[config.mk]
export PLATFORM = sky130hd
export DESIGN_NAME = rtr_route_unit
export DESIGN_NICKNAME = d
export VERILOG_FILES = /design/src/rtr_pkg.sv /design/src/rtr_flit_decode.sv /design/src/rtr_routing_logic_desc.sv /design/src/rtr_route_result.sv /design/src/rtr_route_unit.sv
export VERILOG_INCLUDE_DIRS = /design/src
export SDC_FILE = /design/constraint.sdc
export NUM_CORES = 1
export LEC_CHECK = 0
export ABC_AREA = 1
export BUFFER_PORTS_ARGS = -buffer_cell sky130_fd_sc_hd__buf_2
export CORE_ASPECT_RATIO = 2
export CORE_MARGIN = 2
export CORE_UTILIZATION = 49
export DETAILED_ROUTE_END_ITERATION = 12
export PLACE_DENSITY = 0.79
export SYNTH_ARGS = -nofsm -noshare
export SYNTH_HDL_FRONTEND = slang
export SYNTH_SLANG_ARGS = --single-unit
[constraint.sdc]
create_clock -name clk -period 1.8 [get_ports clk]
set_clock_uncertainty 0.15 [all_clocks]
set_input_delay 0.45 -clock clk [delete_from_list [all_inputs] [get_ports clk]]
set_output_delay 0.45 -clock clk [all_outputs]
set_load 0.005 [all_outputs]
[src/rtr_settings.svh]
/*
 * sizes and connectivity select for the route unit of one router input port
 * include wherever a size or the connectivity code is needed
 */
`ifndef RTR_SETTINGS_SVH
`define RTR_SETTINGS_SVH

// --------------------------------------------------
// network shape
// --------------------------------------------------

// routers along each dimension
`define RTR_ROUTERS_PER_DIM 4

// number of dimensions in the network
`define RTR_NUM_DIMS 2

// address bits for one dimension
`define RTR_DIM_ADDR_W 2

// full router address with dimension d at bits [d*dim_w +: dim_w]
`define RTR_ROUTER_ADDR_W (`RTR_NUM_DIMS * `RTR_DIM_ADDR_W)

// --------------------------------------------------
// classes and ports
// --------------------------------------------------

// class 0 is the intermediate phase and class 1 the final phase
`define RTR_NUM_RC 2

// two neighbours per dimension plus the single eject port
`define RTR_NUM_PORTS (2 * `RTR_NUM_DIMS + 1)

// flit payload bits
`define RTR_PAYLOAD_W 16

// connectivity codes in the same encoding as conn_e
`define RTR_CONN_LINE 1'b0
`define RTR_CONN_RING 1'b1

// ring by default
`define RTR_CONN `RTR_CONN_RING

`endif

[src/rtr_pkg.sv]
/*
 * shared types for the route unit
 * flit types, connectivity, flits, route requests and routes
 */
`include "rtr_settings.svh"

package rtr_pkg;

   // --------------------------------------------------
   // enums
   // --------------------------------------------------

   // flit position within a packet
   typedef enum logic [1:0] {
      head      = 2'b00,
      body      = 2'b01,
      tail      = 2'b10,
      head_tail = 2'b11
   } flit_type_e;

   // connectivity inside one dimension
   typedef enum logic {
      conn_line = 1'b0,
      conn_ring = 1'b1
   } conn_e;

   // --------------------------------------------------
   // structs
   // --------------------------------------------------

   // phased dor destinations
   // intermediate router in the low half is used by class 0
   typedef struct packed {
      logic [`RTR_ROUTER_ADDR_W-1:0] final_addr;
      logic [`RTR_ROUTER_ADDR_W-1:0] inter_addr;
   } dest_info_s;

   // one flit as it travels through the port
   // head flits carry dest_info_s in the low payload bits
   typedef struct packed {
      flit_type_e                ftype;
      logic                      rc;
      logic [`RTR_PAYLOAD_W-1:0] payload;
   } flit_s;

   // input to the routing logic
   // sel_irc bit c set means the flit travels in class c
   typedef struct packed {
      dest_info_s             dest;
      logic [`RTR_NUM_RC-1:0] sel_irc;
   } route_req_s;

   // routing decision
   // port 2d goes down in dimension d and port 2d+1 goes up
   // top port is eject
   typedef struct packed {
      logic [`RTR_NUM_PORTS-1:0] route_op;
      logic [`RTR_NUM_RC-1:0]    route_orc;
   } route_s;

endpackage

[src/rtr_flit_decode.sv]
/*
 * decode stage of the route unit
 * registers every flit strobe and pulls the route request out of head flits
 */
`timescale 1ns/1ns
`include "rtr_settings.svh"

module rtr_flit_decode (
   input  logic                clk,
   input  logic                reset,
   input  logic                flit_valid,
   input  rtr_pkg::flit_s      flit,
   output logic                dec_valid,
   output rtr_pkg::flit_s      dec_flit,
   output rtr_pkg::route_req_s dec_req
);

   import rtr_pkg::*;

   logic                   is_head;
   logic [`RTR_NUM_RC-1:0] irc_onehot;
   dest_info_s             dest_in;

   // --------------------------------------------------
   // head field extraction
   // --------------------------------------------------

   // head and head_tail both start a route
   assign is_head = (flit.ftype == head) || (flit.ftype == head_tail);

   // destinations sit in the low payload bits
   assign dest_in = dest_info_s'(flit.payload[$bits(dest_info_s)-1:0]);

   // incoming class bit to one-hot select
   always_comb
   begin
      irc_onehot = '0;
      irc_onehot[flit.rc] = 1'b1;
   end

   // --------------------------------------------------
   // registers
   // --------------------------------------------------

   // strobe is control state
   always_ff @(posedge clk)
   begin
      if (reset)
      begin
         dec_valid <= 1'b0;
      end
      else
      begin
         dec_valid <= flit_valid;
      end
   end

   // flit and request only load on a strobe
   always_ff @(posedge clk)
   begin
      if (flit_valid)
      begin
         dec_flit <= flit;
         // body and tail keep the old request
         // so the routing logic stays quiet
         if (is_head)
         begin
            dec_req.dest    <= dest_in;
            dec_req.sel_irc <= irc_onehot;
         end
      end
   end

endmodule

[src/rtr_routing_logic_desc.sv]
/*
 * phased dimension-order routing with dimensions resolved in descending order
 * purely combinational and fed by the registered request of the decode stage
 * line or ring connectivity is picked by RTR_CONN
 */
`timescale 1ns/1ns
`include "rtr_settings.svh"

module rtr_routing_logic_desc (
   input  logic [`RTR_ROUTER_ADDR_W-1:0] router_address,
   input  rtr_pkg::route_req_s           req,
   output rtr_pkg::route_s               route
);

   import rtr_pkg::*;

   localparam int    dim_w    = `RTR_DIM_ADDR_W;
   localparam int    addr_w   = `RTR_ROUTER_ADDR_W;
   localparam int    num_dims = `RTR_NUM_DIMS;
   localparam int    num_rc   = `RTR_NUM_RC;
   localparam int    num_net  = 2 * `RTR_NUM_DIMS;
   localparam conn_e conn_sel = conn_e'(`RTR_CONN);

   // all destinations with class c at [c*addr_w +: addr_w]
   logic [num_rc*addr_w-1:0] dest_bits;

   // network port choice per class
   logic [num_net-1:0]       onp_rc [num_rc];
   logic [num_rc-1:0]        reached_rc;
   logic [num_rc-2:0]        done_rc;
   logic [num_rc-1:0]        orc;
   logic [num_net-1:0]       onp_sel;
   logic                     eject;

   assign dest_bits = req.dest;

   // --------------------------------------------------
   // per class port decision
   // --------------------------------------------------

   for (genvar rc = 0; rc < num_rc; rc++)
   begin : g_rc
      logic [addr_w-1:0]   dest_addr;
      logic [num_dims-1:0] match_d;

      assign dest_addr = dest_bits[rc*addr_w +: addr_w];

      for (genvar d = 0; d < num_dims; d++)
      begin : g_dim
         logic [dim_w-1:0] dest_d;
         logic [dim_w-1:0] curr_d;
         logic             dim_sel;
         logic             go_down;
         logic             go_up;

         assign dest_d     = dest_addr[d*dim_w +: dim_w];
         assign curr_d     = router_address[d*dim_w +: dim_w];
         assign match_d[d] = (dest_d == curr_d);

         // top dimension always active
         // lower ones only once everything above matches
         if (d == num_dims - 1)
         begin : g_top
            assign dim_sel = 1'b1;
         end
         else
         begin : g_lower
            assign dim_sel = &match_d[num_dims-1:d+1];
         end

         if (conn_sel == conn_line)
         begin : g_line
            // no wrap so step straight toward the target
            assign go_down = (dest_d < curr_d);
            assign go_up   = (dest_d > curr_d);
         end
         else
         begin : g_ring
            localparam logic [dim_w:0] ring_size = `RTR_ROUTERS_PER_DIM;

            logic [dim_w-1:0] up_dist;
            logic [dim_w:0]   up_dist_x2;
            logic             tie;

            // hops going up with wrap
            assign up_dist    = dest_d - curr_d;
            assign up_dist_x2 = {up_dist, 1'b0};
            // exactly half way round
            assign tie        = (up_dist_x2 == ring_size);

            // even routers break the tie upward and odd ones downward
            assign go_up   = ~match_d[d] & ((up_dist_x2 < ring_size) | (tie & ~curr_d[0]));
            assign go_down = ~match_d[d] & ((up_dist_x2 > ring_size) | (tie & curr_d[0]));
         end

         assign onp_rc[rc][2*d +: 2] = {go_up, go_down} & {2{dim_sel}};
      end

      // all dimensions match
      assign reached_rc[rc] = &match_d;
   end

   // --------------------------------------------------
   // class update and port select
   // --------------------------------------------------

   // a non-final class has arrived at its router
   assign done_rc = req.sel_irc[num_rc-2:0] & reached_rc[num_rc-2:0];

   // finishing a non-final class moves the flit to the next class
   assign orc = (|done_rc) ? {req.sel_irc[num_rc-2:0], 1'b0} : req.sel_irc;

   // outgoing class is final and its router is reached
   assign eject = orc[num_rc-1] & reached_rc[num_rc-1];

   // port follows the outgoing class
   always_comb
   begin
      onp_sel = '0;
      for (int c = 0; c < num_rc; c++)
      begin
         onp_sel = onp_sel | (onp_rc[c] & {num_net{orc[c]}});
      end
   end

   assign route.route_op  = {eject, onp_sel};
   assign route.route_orc = orc;

endmodule

[src/rtr_route_result.sv]
/*
 * result stage of the route unit
 * registers the route with head flits and replays it for body and tail flits
 * flags body or tail flits that turn up with no packet open
 */
`timescale 1ns/1ns

module rtr_route_result (
   input  logic            clk,
   input  logic            reset,
   input  logic            dec_valid,
   input  rtr_pkg::flit_s  dec_flit,
   input  rtr_pkg::route_s route,
   output logic            out_valid,
   output rtr_pkg::flit_s  out_flit,
   output rtr_pkg::route_s out_route,
   output logic            orphan_error
);

   import rtr_pkg::*;

   logic   pkt_open;
   route_s held_route;
   logic   is_head;
   logic   is_end;
   logic   orphan;
   route_s route_sel;

   // --------------------------------------------------
   // flit classification
   // --------------------------------------------------

   // head_tail opens and closes in one flit
   assign is_head = (dec_flit.ftype == head) || (dec_flit.ftype == head_tail);
   assign is_end  = (dec_flit.ftype == tail) || (dec_flit.ftype == head_tail);

   // body or tail with nothing to follow
   assign orphan = dec_valid & ~is_head & ~pkt_open;

   // fresh route for heads and held route for the rest
   always_comb
   begin
      if (is_head)
      begin
         route_sel = route;
      end
      else if (pkt_open)
      begin
         route_sel = held_route;
      end
      else
      begin
         // orphans leave with no port and no class
         route_sel = '0;
      end
   end

   // --------------------------------------------------
   // packet state
   // --------------------------------------------------

   always_ff @(posedge clk)
   begin
      if (reset)
      begin
         out_valid    <= 1'b0;
         pkt_open     <= 1'b0;
         held_route   <= '0;
         orphan_error <= 1'b0;
      end
      else
      begin
         out_valid <= dec_valid;
         if (dec_valid)
         begin
            if (is_head)
            begin
               held_route <= route;
            end
            if (is_end)
            begin
               pkt_open <= 1'b0;
            end
            else if (is_head)
            begin
               pkt_open <= 1'b1;
            end
         end
         // sticky until reset
         if (orphan)
         begin
            orphan_error <= 1'b1;
         end
      end
   end

   // output flit and route
   always_ff @(posedge clk)
   begin
      if (dec_valid)
      begin
         out_flit  <= dec_flit;
         out_route <= route_sel;
      end
   end

endmodule

[src/rtr_route_unit.sv]
/*
 * routing stage of one router input port
 * decode then combinational routing then result with two cycles of latency
 */
`timescale 1ns/1ns
`include "rtr_settings.svh"

module rtr_route_unit (
   input  logic                          clk,
   input  logic                          reset,
   input  logic [`RTR_ROUTER_ADDR_W-1:0] router_address,
   input  logic                          flit_valid,
   input  rtr_pkg::flit_s                flit,
   output logic                          out_valid,
   output rtr_pkg::flit_s                out_flit,
   output rtr_pkg::route_s               out_route,
   output logic                          orphan_error
);

   import rtr_pkg::*;

   // decode to routing and result
   logic       dec_valid;
   flit_s      dec_flit;
   route_req_s dec_req;

   // combinational decision
   route_s     route;

   // first cycle registers the flit
   rtr_flit_decode decode_i (
      .clk        (clk),
      .reset      (reset),
      .flit_valid (flit_valid),
      .flit       (flit),
      .dec_valid  (dec_valid),
      .dec_flit   (dec_flit),
      .dec_req    (dec_req)
   );

   // same cycle as the decode register output
   rtr_routing_logic_desc routing_i (
      .router_address (router_address),
      .req            (dec_req),
      .route          (route)
   );

   // second cycle registers the result
   rtr_route_result result_i (
      .clk          (clk),
      .reset        (reset),
      .dec_valid    (dec_valid),
      .dec_flit     (dec_flit),
      .route        (route),
      .out_valid    (out_valid),
      .out_flit     (out_flit),
      .out_route    (out_route),
      .orphan_error (orphan_error)
   );

endmodule

### Yosys cells after proc, flatten, opt, wreduce, memory -nomap -nowiden

Index checks and enable logic that the tools add are counted.

* flip-flop bits (word level): 66
* input bits: 26
* output and inout bits: 28

* add/sub/neg operators: 4
* magnitude comparators: 10
* equality and inequality tests: 11
* multiplexer cells: 7
* bitwise operators: 41
* reduce and logical (&&, ||, !) cells: 12

Operators by type and width (count)
* 1-bit bitwise AND: 20
* 2-bit == test (second input constant): 7
* 7-bit 2-to-1 mux: 2
* 3-bit greater-than comparator (second input constant): 4
* 3-bit less-than comparator (second input constant): 4
* 2-bit AND reduction: 5
* 4-bit bitwise AND: 2
* 2-bit == test: 4
* 1-bit inverter: 8
* 1-bit OR: 8
* 2-bit subtractor: 4
* 2-bit bitwise AND: 2
* 2-bit zero test: 2
* 4-bit OR: 1
* 1-bit logical OR: 3
* 1-bit 2-to-1 mux: 3
* 1-bit by 2-bit less-than comparator with 1-bit output (second input constant): 1
* 2-bit 2-to-1 mux: 1
* 2-bit nonzero test: 1
* 1-bit demux with 1-bit select: 1
* 1-bit >= comparator (second input constant): 1
* 1-bit logical AND: 1

### Longest topological paths before layout

* depth after elaboration: 9
* depth in mapped cells: 11

### Modules after synthesis

A second synthesis with hierarchy kept.

* cells, all modules: 238
* area, all modules: 2720.1 um^2

Modules (own cells, without submodules)
* rtr_route_result: times used 1, cells an instance 105, area each 1320.0 um^2, seq. area each 980.9 um^2
* rtr_flit_decode: times used 1, cells an instance 38, area each 920.9 um^2, seq. area each 890.9 um^2
* rtr_routing_logic_desc: times used 1, cells an instance 95, area each 479.2 um^2, seq. area each 0.0 um^2

### Worst setup path after synthesis

OpenSTA, ideal clock, no wires.

* path type: reg2reg
* from: register decode_i.dec_valid
* to: register result_i.held_route[2] in the netlist's numbering
* setup time: 109 ps
* arrival: 1510 ps
* data required time: 1541 ps
* path slack: 31 ps
* stages on the path, launching flop included: 7
* period minus slack after synthesis: 1769 ps
* cells stage by stage: dfxtp_1 nand2_1 inv_1 buf_2 nand3_1 nand2_1 inv_1

* word-level cells in the longest chain between the ends: 1

Ends and longest elaborated chain
* start, declared: line rtr_flit_decode.sv:13 `output logic dec_valid,`
* start signal, assigned: line rtr_flit_decode.sv:54 `dec_valid <= flit_valid;`
* 2-bit AND reduction (no line)
* end signal, assigned: line rtr_route_result.sv:78 `held_route <= route;`
* end, declared: line rtr_route_result.sv:23 `route_s held_route;`

No other way between the ends.
A chain may end at the register's enable or synchronous reset.

### Worst setup path in the final report

* from: register, netlist name decode_i.dec_flit[17]
* to: register result_i.held_route[3] in the netlist's numbering

* word-level cells in the longest chain between the ends: 3
* elaborated cells between the ends (all ways): 4

Ends and longest elaborated chain
* 2-bit == test / 2-bit zero test (equally long branches): line rtr_route_result.sv:34 `assign is_head = (dec_flit.ftype == head) || (dec_flit.ftype == head_tail);`
* 1-bit logical OR *: line rtr_route_result.sv:34
* 2-bit AND reduction (no line) *

Mark *: on every way between the ends. The rest lies on a longest branch, timed or not.

==> metrics.md <==
| Metric | Value |
|---|---|
| Combinational share of power | 12.6% |
| Critical Path End Type | flop |
| Final setup fails | 0 |
| Filler Cells Inserted | 422 |
| Layout cell share with drive strength beyond 1 | 32.2% |
| Largest net degree at the start of global routing | 20 |
| Seq pwr share | 53.8% |
| Initial antenna violation count | 0 |
| Clk pin slew, worst setup/hold paths | 0.06 ns |
| Min Tclk post-route | 1.75 ns |
| Critical path launch point type | flop |
| Antenna diodes | 0 |
| DRC viols | 0 |
| Metal-1 WL | 1.92 mm |
| Die Wd | 56.2 microns |
| H-tree Lvls | 3 |
| Critical path buffers and inverters | 4 |
| Leak | 1.52 nW |
| Reg2Reg Depth | 9 |
| Initial core utilization | 50.1% |
| Finished Core Util | 62.7% |
| Starting DRT DRC Count | 41 |
| Final Cycle Share | 97.2% |
| Top cell family by delay on the critical path | flip-flops |
| Via count | 1880 |
| Finished Cell Area | 3340 sq um |
| Final WL | 5.06 mm |
| Syn_area_per_cell | 11.3 sq um |
| Most frequent cells in the layout | 55 x edfxtp_1, 54 x buf_2, 51 x nand2_1 |
| Clock latency on the worst-skew pair | 0.34 ns |
| Via density | 4.99 |
| Port Buffer Count | 53 |
| Worst slew margin | 78.2% |
| HPWL after detailed placement | 3.46 mm |
| Setup TNS Final | 0 ns |
| Worst endpoint required time | 1.89 ns |
| Hold Path Depth | 1 |
| Hold slack final | 0.134 ns |
| Peak per-stage delay on the critical path | 0.45 ns |
| RSZ-0062 raised after global routing | true |
| Top Metal Used | met4 |
| Hold Path Class | in2reg |
| Measured slew at the worst slew-check pin | 0.326 ns |
| Cell count after synthesis | 235 |
| Global route overflow | 0 |
| WL met3 | 303 microns |
| Switching share of power | 24.0% |
| GRT Total Usage | 18.1% |
| Commonest non-fill, non-tap cell in the layout | edfxtp_1 |
| Final ANT Viol Nets | 0 |
| First-pass GRT wire length | 8.20 mm |
| Status | finished clean |
| Share of total power in the clock network | 33.6% |
| Vias in the first global route | 1918 |
| Worst path slowest cell | edfxtp_1 |
| Core area | 5330 sq um |
| Seq/Total Area, Yosys | 70.2% |
| Max-slew violations | 0 |
| DR WL met2 | 2.69 mm |
| Reg2Reg Setup Slack | 0.05 ns |
| Average wire per standard cell | 13.4 microns |
| Clock root cell | clkbuf_8 |
| PD cells | 1020 nW/um^2 |
| Max Root-Sink Buffers | 2 |
| Hold Vio Cnt, Final | 0 |
| Max Cap Viol | 0 |
| Routability cong. | 0.854 |
| Cell Area, Synth | 2670 sq um |
| CTS tree | yes |
| Fmax achieved | 572 MHz |
| Hold_sp | flit[8] |
| Placement Rows | 38 |
| CTS Hold Buffers Added | 0 |
| Die area | 6080 sq um |
| Crit Path Max Fanout | 5 |
| VDD IR-drop max | 772 uV |
| Worst Hold End | decode_i.dec_flit[8]$_DFFE_PP_ |
| Arrival @ worst endpoint | 1.84 ns |
| Reg2reg end | result_i.held_route[3]$_SDFFE_PP0P_ |
| Count of clock tree sinks | 66 |
| P_sw | 0.000818 W |
| Die height | 108 microns |
| CTS buffer count | 9 |
| Yosys cell types | 25 |
| Syn nets | 268 |
| Worst path cell trace | inv_1, ha_2, nand2_4, clkinvlp_4, buf_2, nor2_1, nor2_1, nand2_1, inv_1 |
| #FFs+latches synth | 66 |
| Ys Warns | 0 |
| RR Startpoint | decode_i.dec_flit[17]$_DFFE_PP_ |
| Final nets | 345 |
| Placed cell area | 3040 sq um |
| Cell Int Power | 0.00259 W |
| # IOs | 54 |
| Total Power | 0.00341 W |
| Pre-Repair DR Iteration Count | 5 |
| Area delta synth->final | 25.2% |
| Critical path class | reg2reg |
==> per-layer routing <==
metal | GRT usage (%) | up-vias
li1 | - | 926
met1 | 18.6 | 874
met2 | 31.4 | 63
met3 | 6.46 | 17
met4 | 9.86 | 0
met5 | 0 | -
==> synth_stat cells, drive strengths merged <==
cell,count,area (sq um)
nand2,56,225
edfxtp,55,1650
inv,40,150
nor2,24,108
nand3,20,105
dfxtp,11,220
ha,7,87.6
o21ai,7,35.0
a21oi,4,20.0
buf,2,10.0
clkbuf,2,7.51
a31oi,1,6.26
clkinv,1,3.75
nand3b,1,7.51
nand4,1,6.26
o31ai,1,7.51
or2,1,6.26
xor2,1,8.76
==> registers in the layout (all words and copies together) (netlist names) <==
register               flops
decode_i.dec_req          10
result_i.orphan_error      1
result_i.out_valid         1
result_i.out_flit         19
result_i.held_route        7
result_i.pkt_open          1
result_i.out_route         7
decode_i.dec_valid         1
decode_i.dec_flit         19
==> cells by family after synthesis <==
group,share of synthesized area (%)
flip-flops,70.2
buffers and inverters,6.43
adder cells (fa/ha/maj),3.28
AO/OA/AOI/OAI,2.58
AND/OR/NAND/NOR,17.2
XOR/XNOR,0.329
==> layout make-up <==
cell class              instances  area [sq um]  share of cell area, %
flip-flops and latches         66          1870                   56.1
multi-input cells             124           656                   19.6
repair buffers                 70           390                   11.7
inverters                      41           161                   4.83
clock buffers                  10           128                   3.82
well taps                      60          75.1                   2.25
clock inverters                 6          57.6                   1.72
==> worst max-delay path by stage <==
stage                                          startpoint                                   to  slack, ns  cells after the start
final                     decode_i.dec_flit[17]$_DFFE_PP_  result_i.held_route[3]$_SDFFE_PP0P_       0.05                      9
after global routing      decode_i.dec_flit[17]$_DFFE_PP_  result_i.held_route[3]$_SDFFE_PP0P_      -0.05                      9
after CTS                   decode_i.dec_req[8]$_DFFE_PP_      result_i.out_route[4]$_DFFE_PP_       0.06                     10
after detailed placement                router_address[2]      result_i.out_route[4]$_DFFE_PP_      -0.16                     10
after global placement                  router_address[2]      result_i.out_route[4]$_DFFE_PP_      -0.11                     10
after floorplan             decode_i.dec_valid$_SDFF_PP0_  result_i.held_route[2]$_SDFFE_PP0P_       0.03                      6
==> per-stage QoR <==
step                      setup WS (ns)  std cells
after floorplan                  0.0307        235
after global placement           -0.111        351
after detailed placement         -0.155        351
after CTS                        0.0638        367
after global routing            -0.0546        377
final                            0.0503        377
==> power groups by stage <==
stage	sequential, W	clock, W	combinational, W
after CTS	0.00183	0.00118	0.000386
final	0.00183	0.00114	0.000430
after global placement	0.00186	0	0.000365
after global routing	0.00184	0.00125	0.000487
after floorplan	0.00187	0	0.000218
after detailed placement	0.00187	0	0.000383
==> worst reg2reg max path: cells and delay by family, from the launching register on <==
family	cells	cell delay (ns)
adder cells (fa/ha/maj)	1	0.31
flip-flops	1	0.45
buffers and inverters	4	0.42
AND/OR/NAND/NOR	4	0.32
==> what timing repair did <==
action / in CTS / in global routing
hold endpoints to repair: 0 / 0
endpoints found under the setup margin: 0 / 9
buffers inserted: 0 / 10
gates resized for setup: 0 / 11
No activity file was read; power rests on OpenSTA's default activity.
